--- src/hw/pixel_bus_pkg.sv ---
package pixel_bus_pkg;

    localparam int adr_width = 16;
    localparam int dat_width = 32;

    // output fifo
    localparam logic [adr_width-1:0] fifo_base = 16'h0020;
    localparam logic [adr_width-1:0] fifo_count_ofs = 16'h0000;
    localparam logic [adr_width-1:0] fifo_data_ofs = 16'h0001;

    // shift-register receiver
    localparam logic [adr_width-1:0] sr_rx_base = 16'h0100;
    localparam logic [adr_width-1:0] sr_rx_lost_ofs = 16'h0000;

    localparam logic [adr_width-1:0] tdc_base = 16'h0200;
    localparam logic [adr_width-1:0] tdc_arm_ofs = 16'h0000;
    localparam logic [adr_width-1:0] tdc_lost_ofs = 16'h0001;

    // sequencer control regs with the pattern memory above them
    localparam logic [adr_width-1:0] seq_base = 16'h1000;
    localparam logic [adr_width-1:0] seq_size_ofs = 16'h0000;
    localparam logic [adr_width-1:0] seq_start_ofs = 16'h0001;
    localparam logic [adr_width-1:0] seq_busy_ofs = 16'h0002;
    localparam logic [adr_width-1:0] seq_mem_ofs = 16'h0100;
    localparam int seq_mem_bytes = 256;

    localparam logic [adr_width-1:0] slave_span = 16'h0400;

endpackage

--- src/hw/pixel_data_pkg.sv ---
package pixel_data_pkg;

    // identifier nibble sits on top in both layouts
    typedef struct packed {
        logic [3:0]  id;
        logic [11:0] reserved;
        logic [15:0] width;
    } tdc_word_t;

    typedef struct packed {
        logic [3:0]  id;
        logic [11:0] frame;
        logic [15:0] data;
    } sr_word_t;

    typedef union packed {
        tdc_word_t tdc;
        sr_word_t  sr;
    } readout_word_u;

    localparam logic [3:0] id_tdc = 4'b0100;
    localparam logic [3:0] id_sr = 4'b0010;

    localparam int unsigned fifo_depth = 16;

    // bit positions in the sequencer byte
    // bits 6 and 7 spare
    typedef enum logic [2:0] {
        sr_in         = 3'd0,
        global_sr_en  = 3'd1,
        global_ctr_ld = 3'd2,
        global_dac_ld = 3'd3,
        pixel_sr_en   = 3'd4,
        inject        = 3'd5
    } seq_bit_e;

endpackage

--- src/hw/wb_if.sv ---
interface wb_if;

    logic                                cyc;
    logic                                stb;
    logic                                we;
    logic [pixel_bus_pkg::adr_width-1:0] adr;
    logic [pixel_bus_pkg::dat_width-1:0] wdata;
    logic [pixel_bus_pkg::dat_width-1:0] rdata;
    logic                                ack;

    modport master (
        output cyc, stb, we, adr, wdata,
        input  rdata, ack
    );

    modport slave (
        input  cyc, stb, we, adr, wdata,
        output rdata, ack
    );

endinterface

--- src/hw/bus_decoder.sv ---
module bus_decoder (
    input logic bus_clk,
    input logic rst_n,
    wb_if.slave host,
    wb_if.master fifo_bus,
    wb_if.master sr_bus,
    wb_if.master tdc_bus,
    wb_if.master seq_bus
);

    logic sel_fifo, sel_sr, sel_tdc, sel_seq, sel_none;
    logic def_ack;

    function automatic logic in_span(input logic [pixel_bus_pkg::adr_width-1:0] adr,
                                     input logic [pixel_bus_pkg::adr_width-1:0] base);
        return adr >= base && (adr - base) < pixel_bus_pkg::slave_span;
    endfunction

    // spans overlap at the low end, so the highest matching base wins
    always_comb begin
        sel_seq = in_span(host.adr, pixel_bus_pkg::seq_base);
        sel_tdc = !sel_seq && in_span(host.adr, pixel_bus_pkg::tdc_base);
        sel_sr = !sel_seq && !sel_tdc && in_span(host.adr, pixel_bus_pkg::sr_rx_base);
        sel_fifo = !sel_seq && !sel_tdc && !sel_sr
                   && in_span(host.adr, pixel_bus_pkg::fifo_base);
        sel_none = !(sel_seq || sel_tdc || sel_sr || sel_fifo);
    end

    // slaves see offsets relative to their own base
    assign fifo_bus.cyc = host.cyc;
    assign fifo_bus.we = host.we;
    assign fifo_bus.wdata = host.wdata;
    assign fifo_bus.adr = host.adr - pixel_bus_pkg::fifo_base;
    assign fifo_bus.stb = host.stb && sel_fifo;

    assign sr_bus.cyc = host.cyc;
    assign sr_bus.we = host.we;
    assign sr_bus.wdata = host.wdata;
    assign sr_bus.adr = host.adr - pixel_bus_pkg::sr_rx_base;
    assign sr_bus.stb = host.stb && sel_sr;

    assign tdc_bus.cyc = host.cyc;
    assign tdc_bus.we = host.we;
    assign tdc_bus.wdata = host.wdata;
    assign tdc_bus.adr = host.adr - pixel_bus_pkg::tdc_base;
    assign tdc_bus.stb = host.stb && sel_tdc;

    assign seq_bus.cyc = host.cyc;
    assign seq_bus.we = host.we;
    assign seq_bus.wdata = host.wdata;
    assign seq_bus.adr = host.adr - pixel_bus_pkg::seq_base;
    assign seq_bus.stb = host.stb && sel_seq;

    // unmapped access still gets an ack so the host never stalls
    always_ff @(posedge bus_clk) begin
        if (!rst_n) begin
            def_ack <= 1'b0;
        end else begin
            def_ack <= host.cyc && host.stb && sel_none && !def_ack;
        end
    end

    assign host.ack = fifo_bus.ack || sr_bus.ack || tdc_bus.ack || seq_bus.ack || def_ack;

    always_comb begin
        if (sel_seq) begin
            host.rdata = seq_bus.rdata;
        end else if (sel_tdc) begin
            host.rdata = tdc_bus.rdata;
        end else if (sel_sr) begin
            host.rdata = sr_bus.rdata;
        end else if (sel_fifo) begin
            host.rdata = fifo_bus.rdata;
        end else begin
            host.rdata = '0;
        end
    end

endmodule

--- src/hw/seq_gen.sv ---
module seq_gen (
    input logic bus_clk,
    input logic rst_n,
    wb_if.slave bus,
    output logic [7:0] seq_out
);

    logic [7:0] mem [pixel_bus_pkg::seq_mem_bytes];
    logic [7:0] mem_idx;
    logic [8:0] size;
    logic [8:0] ptr;
    logic       busy;
    logic       req, in_mem, start;

    assign req = bus.cyc && bus.stb && !bus.ack;
    assign mem_idx = bus.adr[7:0];
    // aligned 256 byte window
    assign in_mem = bus.adr[15:8] == pixel_bus_pkg::seq_mem_ofs[15:8];
    assign start = req && bus.we && bus.adr == pixel_bus_pkg::seq_start_ofs;

    always_ff @(posedge bus_clk) begin
        if (req && bus.we && in_mem) begin
            mem[mem_idx] <= bus.wdata[7:0];
        end
    end

    always_ff @(posedge bus_clk) begin
        if (!rst_n) begin
            bus.ack <= 1'b0;
            size <= '0;
            ptr <= '0;
            busy <= 1'b0;
            seq_out <= '0;
        end else begin
            bus.ack <= bus.cyc && bus.stb && !bus.ack;
            if (req && bus.we && bus.adr == pixel_bus_pkg::seq_size_ofs) begin
                size <= bus.wdata[8:0];
            end
            // restart from byte zero even mid-playback
            if (start) begin
                busy <= 1'b1;
                ptr <= '0;
            end else if (busy) begin
                if (ptr == size) begin
                    seq_out <= '0;
                    busy <= 1'b0;
                end else begin
                    seq_out <= mem[ptr[7:0]];
                    ptr <= ptr + 1'b1;
                end
            end
        end
    end

    always_ff @(posedge bus_clk) begin
        bus.rdata <= '0;
        if (req && !bus.we) begin
            if (in_mem) begin
                bus.rdata[7:0] <= mem[mem_idx];
            end else if (bus.adr == pixel_bus_pkg::seq_size_ofs) begin
                bus.rdata[8:0] <= size;
            end else if (bus.adr == pixel_bus_pkg::seq_busy_ofs) begin
                bus.rdata[0] <= busy;
            end
        end
    end

endmodule

--- src/hw/fast_sr_rx.sv ---
module fast_sr_rx (
    input logic bus_clk,
    input logic rst_n,
    wb_if.slave bus,
    input logic sen,
    input logic sdi,
    output pixel_data_pkg::readout_word_u word,
    output logic valid,
    input logic grant
);

    logic [15:0] shift;
    logic [3:0]  cnt;
    logic [11:0] frame;
    logic [15:0] lost;
    logic        formed, pending, take;

    // 16th sample of a group completes a word
    assign formed = sen && cnt == 4'd15;
    assign pending = valid && !grant;
    assign take = formed && !pending;

    always_ff @(posedge bus_clk) begin
        if (sen) begin
            shift <= {shift[14:0], sdi};
        end
        if (take) begin
            word.sr.id <= pixel_data_pkg::id_sr;
            word.sr.frame <= frame;
            word.sr.data <= {shift[14:0], sdi};
        end
    end

    always_ff @(posedge bus_clk) begin
        if (!rst_n) begin
            cnt <= '0;
            frame <= '0;
            valid <= 1'b0;
            lost <= '0;
            bus.ack <= 1'b0;
        end else begin
            bus.ack <= bus.cyc && bus.stb && !bus.ack;
            // partial group is thrown away when enable drops
            if (sen) begin
                cnt <= cnt + 1'b1;
            end else begin
                cnt <= '0;
            end
            if (take) begin
                valid <= 1'b1;
                frame <= frame + 1'b1;
            end else if (grant) begin
                valid <= 1'b0;
            end
            if (formed && pending) begin
                lost <= lost + 1'b1;
            end
        end
    end

    always_ff @(posedge bus_clk) begin
        bus.rdata <= '0;
        if (bus.cyc && bus.stb && !bus.ack && !bus.we
                && bus.adr == pixel_bus_pkg::sr_rx_lost_ofs) begin
            bus.rdata[15:0] <= lost;
        end
    end

endmodule

--- src/hw/tdc.sv ---
module tdc (
    input logic bus_clk,
    input logic rst_n,
    wb_if.slave bus,
    input logic hit,
    output pixel_data_pkg::readout_word_u word,
    output logic valid,
    input logic grant
);

    logic        hit_d, armed, meas;
    logic [15:0] width;
    logic [15:0] lost;
    logic        req, done, pending, take;

    assign req = bus.cyc && bus.stb && !bus.ack;
    // first low cycle after a pulse that started while armed
    assign done = meas && hit_d && !hit;
    assign pending = valid && !grant;
    assign take = done && !pending;

    always_ff @(posedge bus_clk) begin
        if (take) begin
            word.tdc.id <= pixel_data_pkg::id_tdc;
            word.tdc.reserved <= '0;
            word.tdc.width <= width;
        end
    end

    always_ff @(posedge bus_clk) begin
        if (!rst_n) begin
            hit_d <= 1'b0;
            armed <= 1'b0;
            meas <= 1'b0;
            width <= '0;
            valid <= 1'b0;
            lost <= '0;
            bus.ack <= 1'b0;
        end else begin
            bus.ack <= bus.cyc && bus.stb && !bus.ack;
            hit_d <= hit;
            if (req && bus.we && bus.adr == pixel_bus_pkg::tdc_arm_ofs) begin
                armed <= bus.wdata[0];
            end
            if (hit && !hit_d) begin
                meas <= armed;
                width <= 16'd1;
            end else if (hit && width != 16'hffff) begin
                width <= width + 1'b1;
            end
            if (done) begin
                meas <= 1'b0;
            end
            if (take) begin
                valid <= 1'b1;
            end else if (grant) begin
                valid <= 1'b0;
            end
            if (done && pending) begin
                lost <= lost + 1'b1;
            end
        end
    end

    always_ff @(posedge bus_clk) begin
        bus.rdata <= '0;
        if (req && !bus.we) begin
            if (bus.adr == pixel_bus_pkg::tdc_arm_ofs) begin
                bus.rdata[0] <= armed;
            end else if (bus.adr == pixel_bus_pkg::tdc_lost_ofs) begin
                bus.rdata[15:0] <= lost;
            end
        end
    end

endmodule

--- src/hw/rr_arbiter.sv ---
module rr_arbiter (
    input logic bus_clk,
    input logic rst_n,
    input pixel_data_pkg::readout_word_u sr_word,
    input logic sr_valid,
    output logic sr_grant,
    input pixel_data_pkg::readout_word_u tdc_word,
    input logic tdc_valid,
    output logic tdc_grant,
    input logic full,
    output logic wr,
    output pixel_data_pkg::readout_word_u wr_data
);

    // set when the receiver won last, cleared when the tdc did
    logic last_sr;

    always_comb begin
        sr_grant = 1'b0;
        tdc_grant = 1'b0;
        if (!full) begin
            if (sr_valid && (!tdc_valid || !last_sr)) begin
                sr_grant = 1'b1;
            end else if (tdc_valid) begin
                tdc_grant = 1'b1;
            end
        end
    end

    assign wr = sr_grant || tdc_grant;
    assign wr_data = sr_grant ? sr_word : tdc_word;

    always_ff @(posedge bus_clk) begin
        if (!rst_n) begin
            last_sr <= 1'b0;
        end else if (sr_grant) begin
            last_sr <= 1'b1;
        end else if (tdc_grant) begin
            last_sr <= 1'b0;
        end
    end

endmodule

--- src/hw/out_fifo.sv ---
module out_fifo (
    input logic bus_clk,
    input logic rst_n,
    wb_if.slave bus,
    input logic wr,
    input pixel_data_pkg::readout_word_u wr_data,
    output logic full
);

    pixel_data_pkg::readout_word_u mem [pixel_data_pkg::fifo_depth];
    logic [$clog2(pixel_data_pkg::fifo_depth)-1:0]   wr_ptr, rd_ptr;
    logic [$clog2(pixel_data_pkg::fifo_depth+1)-1:0] count;
    logic req, rd_data, pop;

    assign req = bus.cyc && bus.stb && !bus.ack && !bus.we;
    assign rd_data = req && bus.adr == pixel_bus_pkg::fifo_data_ofs;
    // reading an empty fifo pops nothing
    assign pop = rd_data && count != '0;
    assign full = count == ($bits(count))'(pixel_data_pkg::fifo_depth);

    always_ff @(posedge bus_clk) begin
        if (wr) begin
            mem[wr_ptr] <= wr_data;
        end
    end

    always_ff @(posedge bus_clk) begin
        if (!rst_n) begin
            wr_ptr <= '0;
            rd_ptr <= '0;
            count <= '0;
            bus.ack <= 1'b0;
        end else begin
            bus.ack <= bus.cyc && bus.stb && !bus.ack;
            if (wr) begin
                wr_ptr <= wr_ptr + 1'b1;
            end
            if (pop) begin
                rd_ptr <= rd_ptr + 1'b1;
            end
            if (wr && !pop) begin
                count <= count + 1'b1;
            end else if (pop && !wr) begin
                count <= count - 1'b1;
            end
        end
    end

    always_ff @(posedge bus_clk) begin
        bus.rdata <= '0;
        if (pop) begin
            bus.rdata <= mem[rd_ptr];
        end else if (req && bus.adr == pixel_bus_pkg::fifo_count_ofs) begin
            bus.rdata[$bits(count)-1:0] <= count;
        end
    end

endmodule

--- src/hw/pixel_top.sv ---
module pixel_top (
    input logic bus_clk,
    input logic rst_n,
    input logic wb_cyc,
    input logic wb_stb,
    input logic wb_we,
    input logic [pixel_bus_pkg::adr_width-1:0] wb_adr,
    input logic [pixel_bus_pkg::dat_width-1:0] wb_wdata,
    output logic [pixel_bus_pkg::dat_width-1:0] wb_rdata,
    output logic wb_ack,
    output logic sr_in,
    output logic global_sr_en,
    output logic global_ctr_ld,
    output logic global_dac_ld,
    output logic pixel_sr_en,
    output logic inject,
    input logic pixel_sr_out,
    input logic hit_or
);

    wb_if host_bus ();
    wb_if fifo_bus ();
    wb_if sr_bus ();
    wb_if tdc_bus ();
    wb_if seq_bus ();

    logic [7:0] seq_out;
    pixel_data_pkg::readout_word_u sr_word, tdc_word, fifo_wr_data;
    logic sr_valid, sr_grant, tdc_valid, tdc_grant;
    logic fifo_full, fifo_wr;

    assign host_bus.cyc = wb_cyc;
    assign host_bus.stb = wb_stb;
    assign host_bus.we = wb_we;
    assign host_bus.adr = wb_adr;
    assign host_bus.wdata = wb_wdata;
    assign wb_rdata = host_bus.rdata;
    assign wb_ack = host_bus.ack;

    // chip control lines straight from the sequencer byte
    assign sr_in = seq_out[pixel_data_pkg::sr_in];
    assign global_sr_en = seq_out[pixel_data_pkg::global_sr_en];
    assign global_ctr_ld = seq_out[pixel_data_pkg::global_ctr_ld];
    assign global_dac_ld = seq_out[pixel_data_pkg::global_dac_ld];
    assign pixel_sr_en = seq_out[pixel_data_pkg::pixel_sr_en];
    assign inject = seq_out[pixel_data_pkg::inject];

    bus_decoder i_bus_decoder (
        .bus_clk, .rst_n, .host(host_bus),
        .fifo_bus, .sr_bus, .tdc_bus, .seq_bus
    );

    seq_gen i_seq_gen (.bus_clk, .rst_n, .bus(seq_bus), .seq_out);

    fast_sr_rx i_fast_sr_rx (
        .bus_clk, .rst_n, .bus(sr_bus), .sen(pixel_sr_en), .sdi(pixel_sr_out),
        .word(sr_word), .valid(sr_valid), .grant(sr_grant)
    );

    tdc i_tdc (
        .bus_clk, .rst_n, .bus(tdc_bus), .hit(hit_or),
        .word(tdc_word), .valid(tdc_valid), .grant(tdc_grant)
    );

    rr_arbiter i_rr_arbiter (
        .bus_clk, .rst_n, .sr_word, .sr_valid, .sr_grant,
        .tdc_word, .tdc_valid, .tdc_grant,
        .full(fifo_full), .wr(fifo_wr), .wr_data(fifo_wr_data)
    );

    out_fifo i_out_fifo (
        .bus_clk, .rst_n, .bus(fifo_bus),
        .wr(fifo_wr), .wr_data(fifo_wr_data), .full(fifo_full)
    );

endmodule

--- config.mk ---
export PLATFORM = sky130hd
export DESIGN_NAME = pixel_top
export DESIGN_NICKNAME = d
export VERILOG_FILES = /design/src/hw/pixel_bus_pkg.sv /design/src/hw/pixel_data_pkg.sv /design/src/hw/wb_if.sv /design/src/hw/bus_decoder.sv /design/src/hw/seq_gen.sv /design/src/hw/fast_sr_rx.sv /design/src/hw/tdc.sv /design/src/hw/rr_arbiter.sv /design/src/hw/out_fifo.sv /design/src/hw/pixel_top.sv
export SDC_FILE = /design/constraint.sdc
export NUM_CORES = 2
export LEC_CHECK = 0
export ABC_AREA = 1
export BUFFER_PORTS_ARGS = -buffer_cell sky130_fd_sc_hd__clkbuf_2
export CORE_UTILIZATION = 25
export CTS_CLUSTER_DIAMETER = 80
export DETAILED_ROUTE_END_ITERATION = 8
export MAX_ROUTING_LAYER = met4
export PLACE_DENSITY = 0.46
export SYNTH_ARGS = -nofsm -noshare
export SYNTH_HDL_FRONTEND = slang
export SYNTH_HIERARCHICAL = 1
export SYNTH_SLANG_ARGS = --single-unit
--- constraint.sdc ---
create_clock -name bus_clk -period 4 [get_ports bus_clk]
set_input_delay 0.8 -clock bus_clk [delete_from_list [all_inputs] [get_ports bus_clk]]
set_output_delay 0.8 -clock bus_clk [all_outputs]
set_load 0.1 [all_outputs]
==> flow_summary.toml <==
[worst_setup_path]
critical_path.startpoint = "wb_adr[9]"
path_delay_family = "simple AND/OR/NAND/NOR gates"
crit_path_end_kind = "output pin"
worstPathRequired_ns = 3.20
critPathKind = "in2out"
slowest_stage = "ha_1"
crit_arrival_ns = 3.05
cpPeakStageDelay_ns = 0.26
cp_max_fo = 9
worstSetupStartpointType = "primary input"
critical_path.cell_chain = "clkbuf_2 -> clkinvlp_4 -> ha_1 -> nand2_1 -> nand3_2 -> nand3b_1 -> nand2_1 -> nand3_2 -> nand3_4 -> buf_4 -> nor2_8 -> buf_12 -> nand2_2 -> nand4_1 -> buf_12"
cp.buffers_inverters = 5

[global_routing]
grt_pass1_vias = 92200
grt_first_pass_wirelength_um = 677000
grt_max_degree = 144
grt_overflow = 0
antenna_found_initial = 16
grt_use_total = 0.184

[timing]
finalCritPeriodShare = 0.962
clock_skew_ns = 0.100
max_freq_mhz = 260
rsz0062_at_grt = "no"
setup_viol = 0
hold_violations = 0
fin_tns_setup_ns = 0
tightest_slew_ns = 1.16
finalCriticalPeriod_ns = 3.85
slew_violations = 0
slew_headroom = 0.225
finalWorstSetupSlack_ns = 0.153

[routing]
wl_met3_um = 35100
vias = 97000
drtIter0Drc = 9985
ant_nets = 0
firstDrtPassIters = 6
viasPerCell = 4.90
wl_um = 477000
met2_length_um = 217000
top_layer = "met4"
wl_per_cell_um = 24.1
m1WireLength_um = 211000
drc = 0

[final_layout]
final_cell_mix = "nand2_1, edfxtp_1, nand3_1"
layout_commonest_cell = "nand2_1"
nets = 12900
drive_gt1_frac = 0.126
area_delta_synth_final_pct = 18.9
final_util = 0.298

[clocking]
clkTransAtPathRegs_ns = 0.06
worstSkewPairLatency_ns = 0.97
tritoncts = "done"
clockBufferDepth = 4
h-tree-depth = 5
numCtsBuffers = 319
root_buffer = "clkbuf_16"
cts_sinks = 2817

[floorplan]
dieArea_mm2 = 0.513
start_util = 0.251
fp.dieW_um = 716
fp.coreArea_mm2 = 0.509
io_pins = 94
die_h_um = 716
num_rows = 262

[logic_synthesis]
syn_area_per_cell_um2 = 10.3
syn_area_mm2 = 0.128
postSynthCellCount = 12400
yosysWarningCount = 6

[placed_design]
place.gp.congestion = 0.884
dp_hpwl_um = 301000
detailedPlace.worstSlack_ns = -0.149
io_buffer_count = 70

[power_and_ir_drop]
cellPowerDensity_mw_per_mm2 = 426
leakage_nw = 54.1
total_power_mw = 64.6
ir_worst_vdd_mv = 0.302

[status]
status = "completed"

[run]
drv_cap = 0

[hold_path]
holdCritPathClass = "in2reg"
holdCritStartpoint = "wb_wdata[8]"
[flip-flops by register name, indices dropped and copies added (netlist names), 15 cells and up, named ones only]
| signal | cells |
|---|---|
| i_out_fifo/bus.rdata | 32 |
| i_fast_sr_rx/lost | 16 |
| i_seq_gen/mem | 2048 |
| i_fast_sr_rx/bus.rdata | 16 |
| i_tdc/lost | 16 |
| i_tdc/bus.rdata | 16 |
| i_fast_sr_rx/shift | 15 |
| i_fast_sr_rx/word | 28 |
| i_tdc/word | 16 |
| i_out_fifo/mem | 512 |
| i_tdc/width | 16 |
[through the flow]
step / hold slack [ns] / cell area (µm²) / cells
after CTS: 0.0541 / 152000 / 19800
after detailed placement: 0.406 / 141000 / 19200
after global placement: 0.401 / 141000 / 19200
after floorplan: 0.400 / 128000 / 12500
after global routing: 0.110 / 152000 / 19800
final: 0.125 / 152000 / 19800
[area by class of cell]
cell class,count,area (µm²)
antenna,6,15.0
clock buffer,413,8550
clock inverter,170,1640
fill,52200,357000
inverter,296,1180
multi-input combinational,8318,39200
sequential,2817,82600
tap,6732,8420
timing repair buffer,1028,10100
[path summary, 6_finish.rpt]
check                          end  slack (ns)  depth (start not counted)
max                    wb_rdata[6]        0.15                         15
min              i_seq_gen/size[8]        0.12                          3
max reg2reg   i_seq_gen/seq_out[3]        0.60                         13
min reg2reg  i_fast_sr_rx/word[15]        0.42                          0
[what timing repair did]
action	CTS	global route
pin swaps	2	6
hold buffers	1	0
cloned	1	0
endpoints found under the hold margin	2	0
endpoints found under the setup margin	22	31
resized for setup	0	7
setup buffers	0	7
[power by group]
group	leakage [nW]	switching (mW)	internal (mW)
Sequential	25.1	0.00726	32.1
Combinational	24.0	2.36	0.934
Clock	4.96	12.4	16.8
Total	54.1	14.8	49.8
[per-layer routing]
metal	vias to the layer above	track usage
met3	675	0.0301
met1	48400	0.249
met4	0	0.0501
li1	44300	-
met2	3654	0.286
met5	-	-
[worst min-delay path, delay by kind of cell]
family / cells / cell delay (ns)
simple gates: 1 / 0.07
compound gates: 1 / 0.06
buf+inv: 1 / 0.08
(Power assumes the default switching activity.)
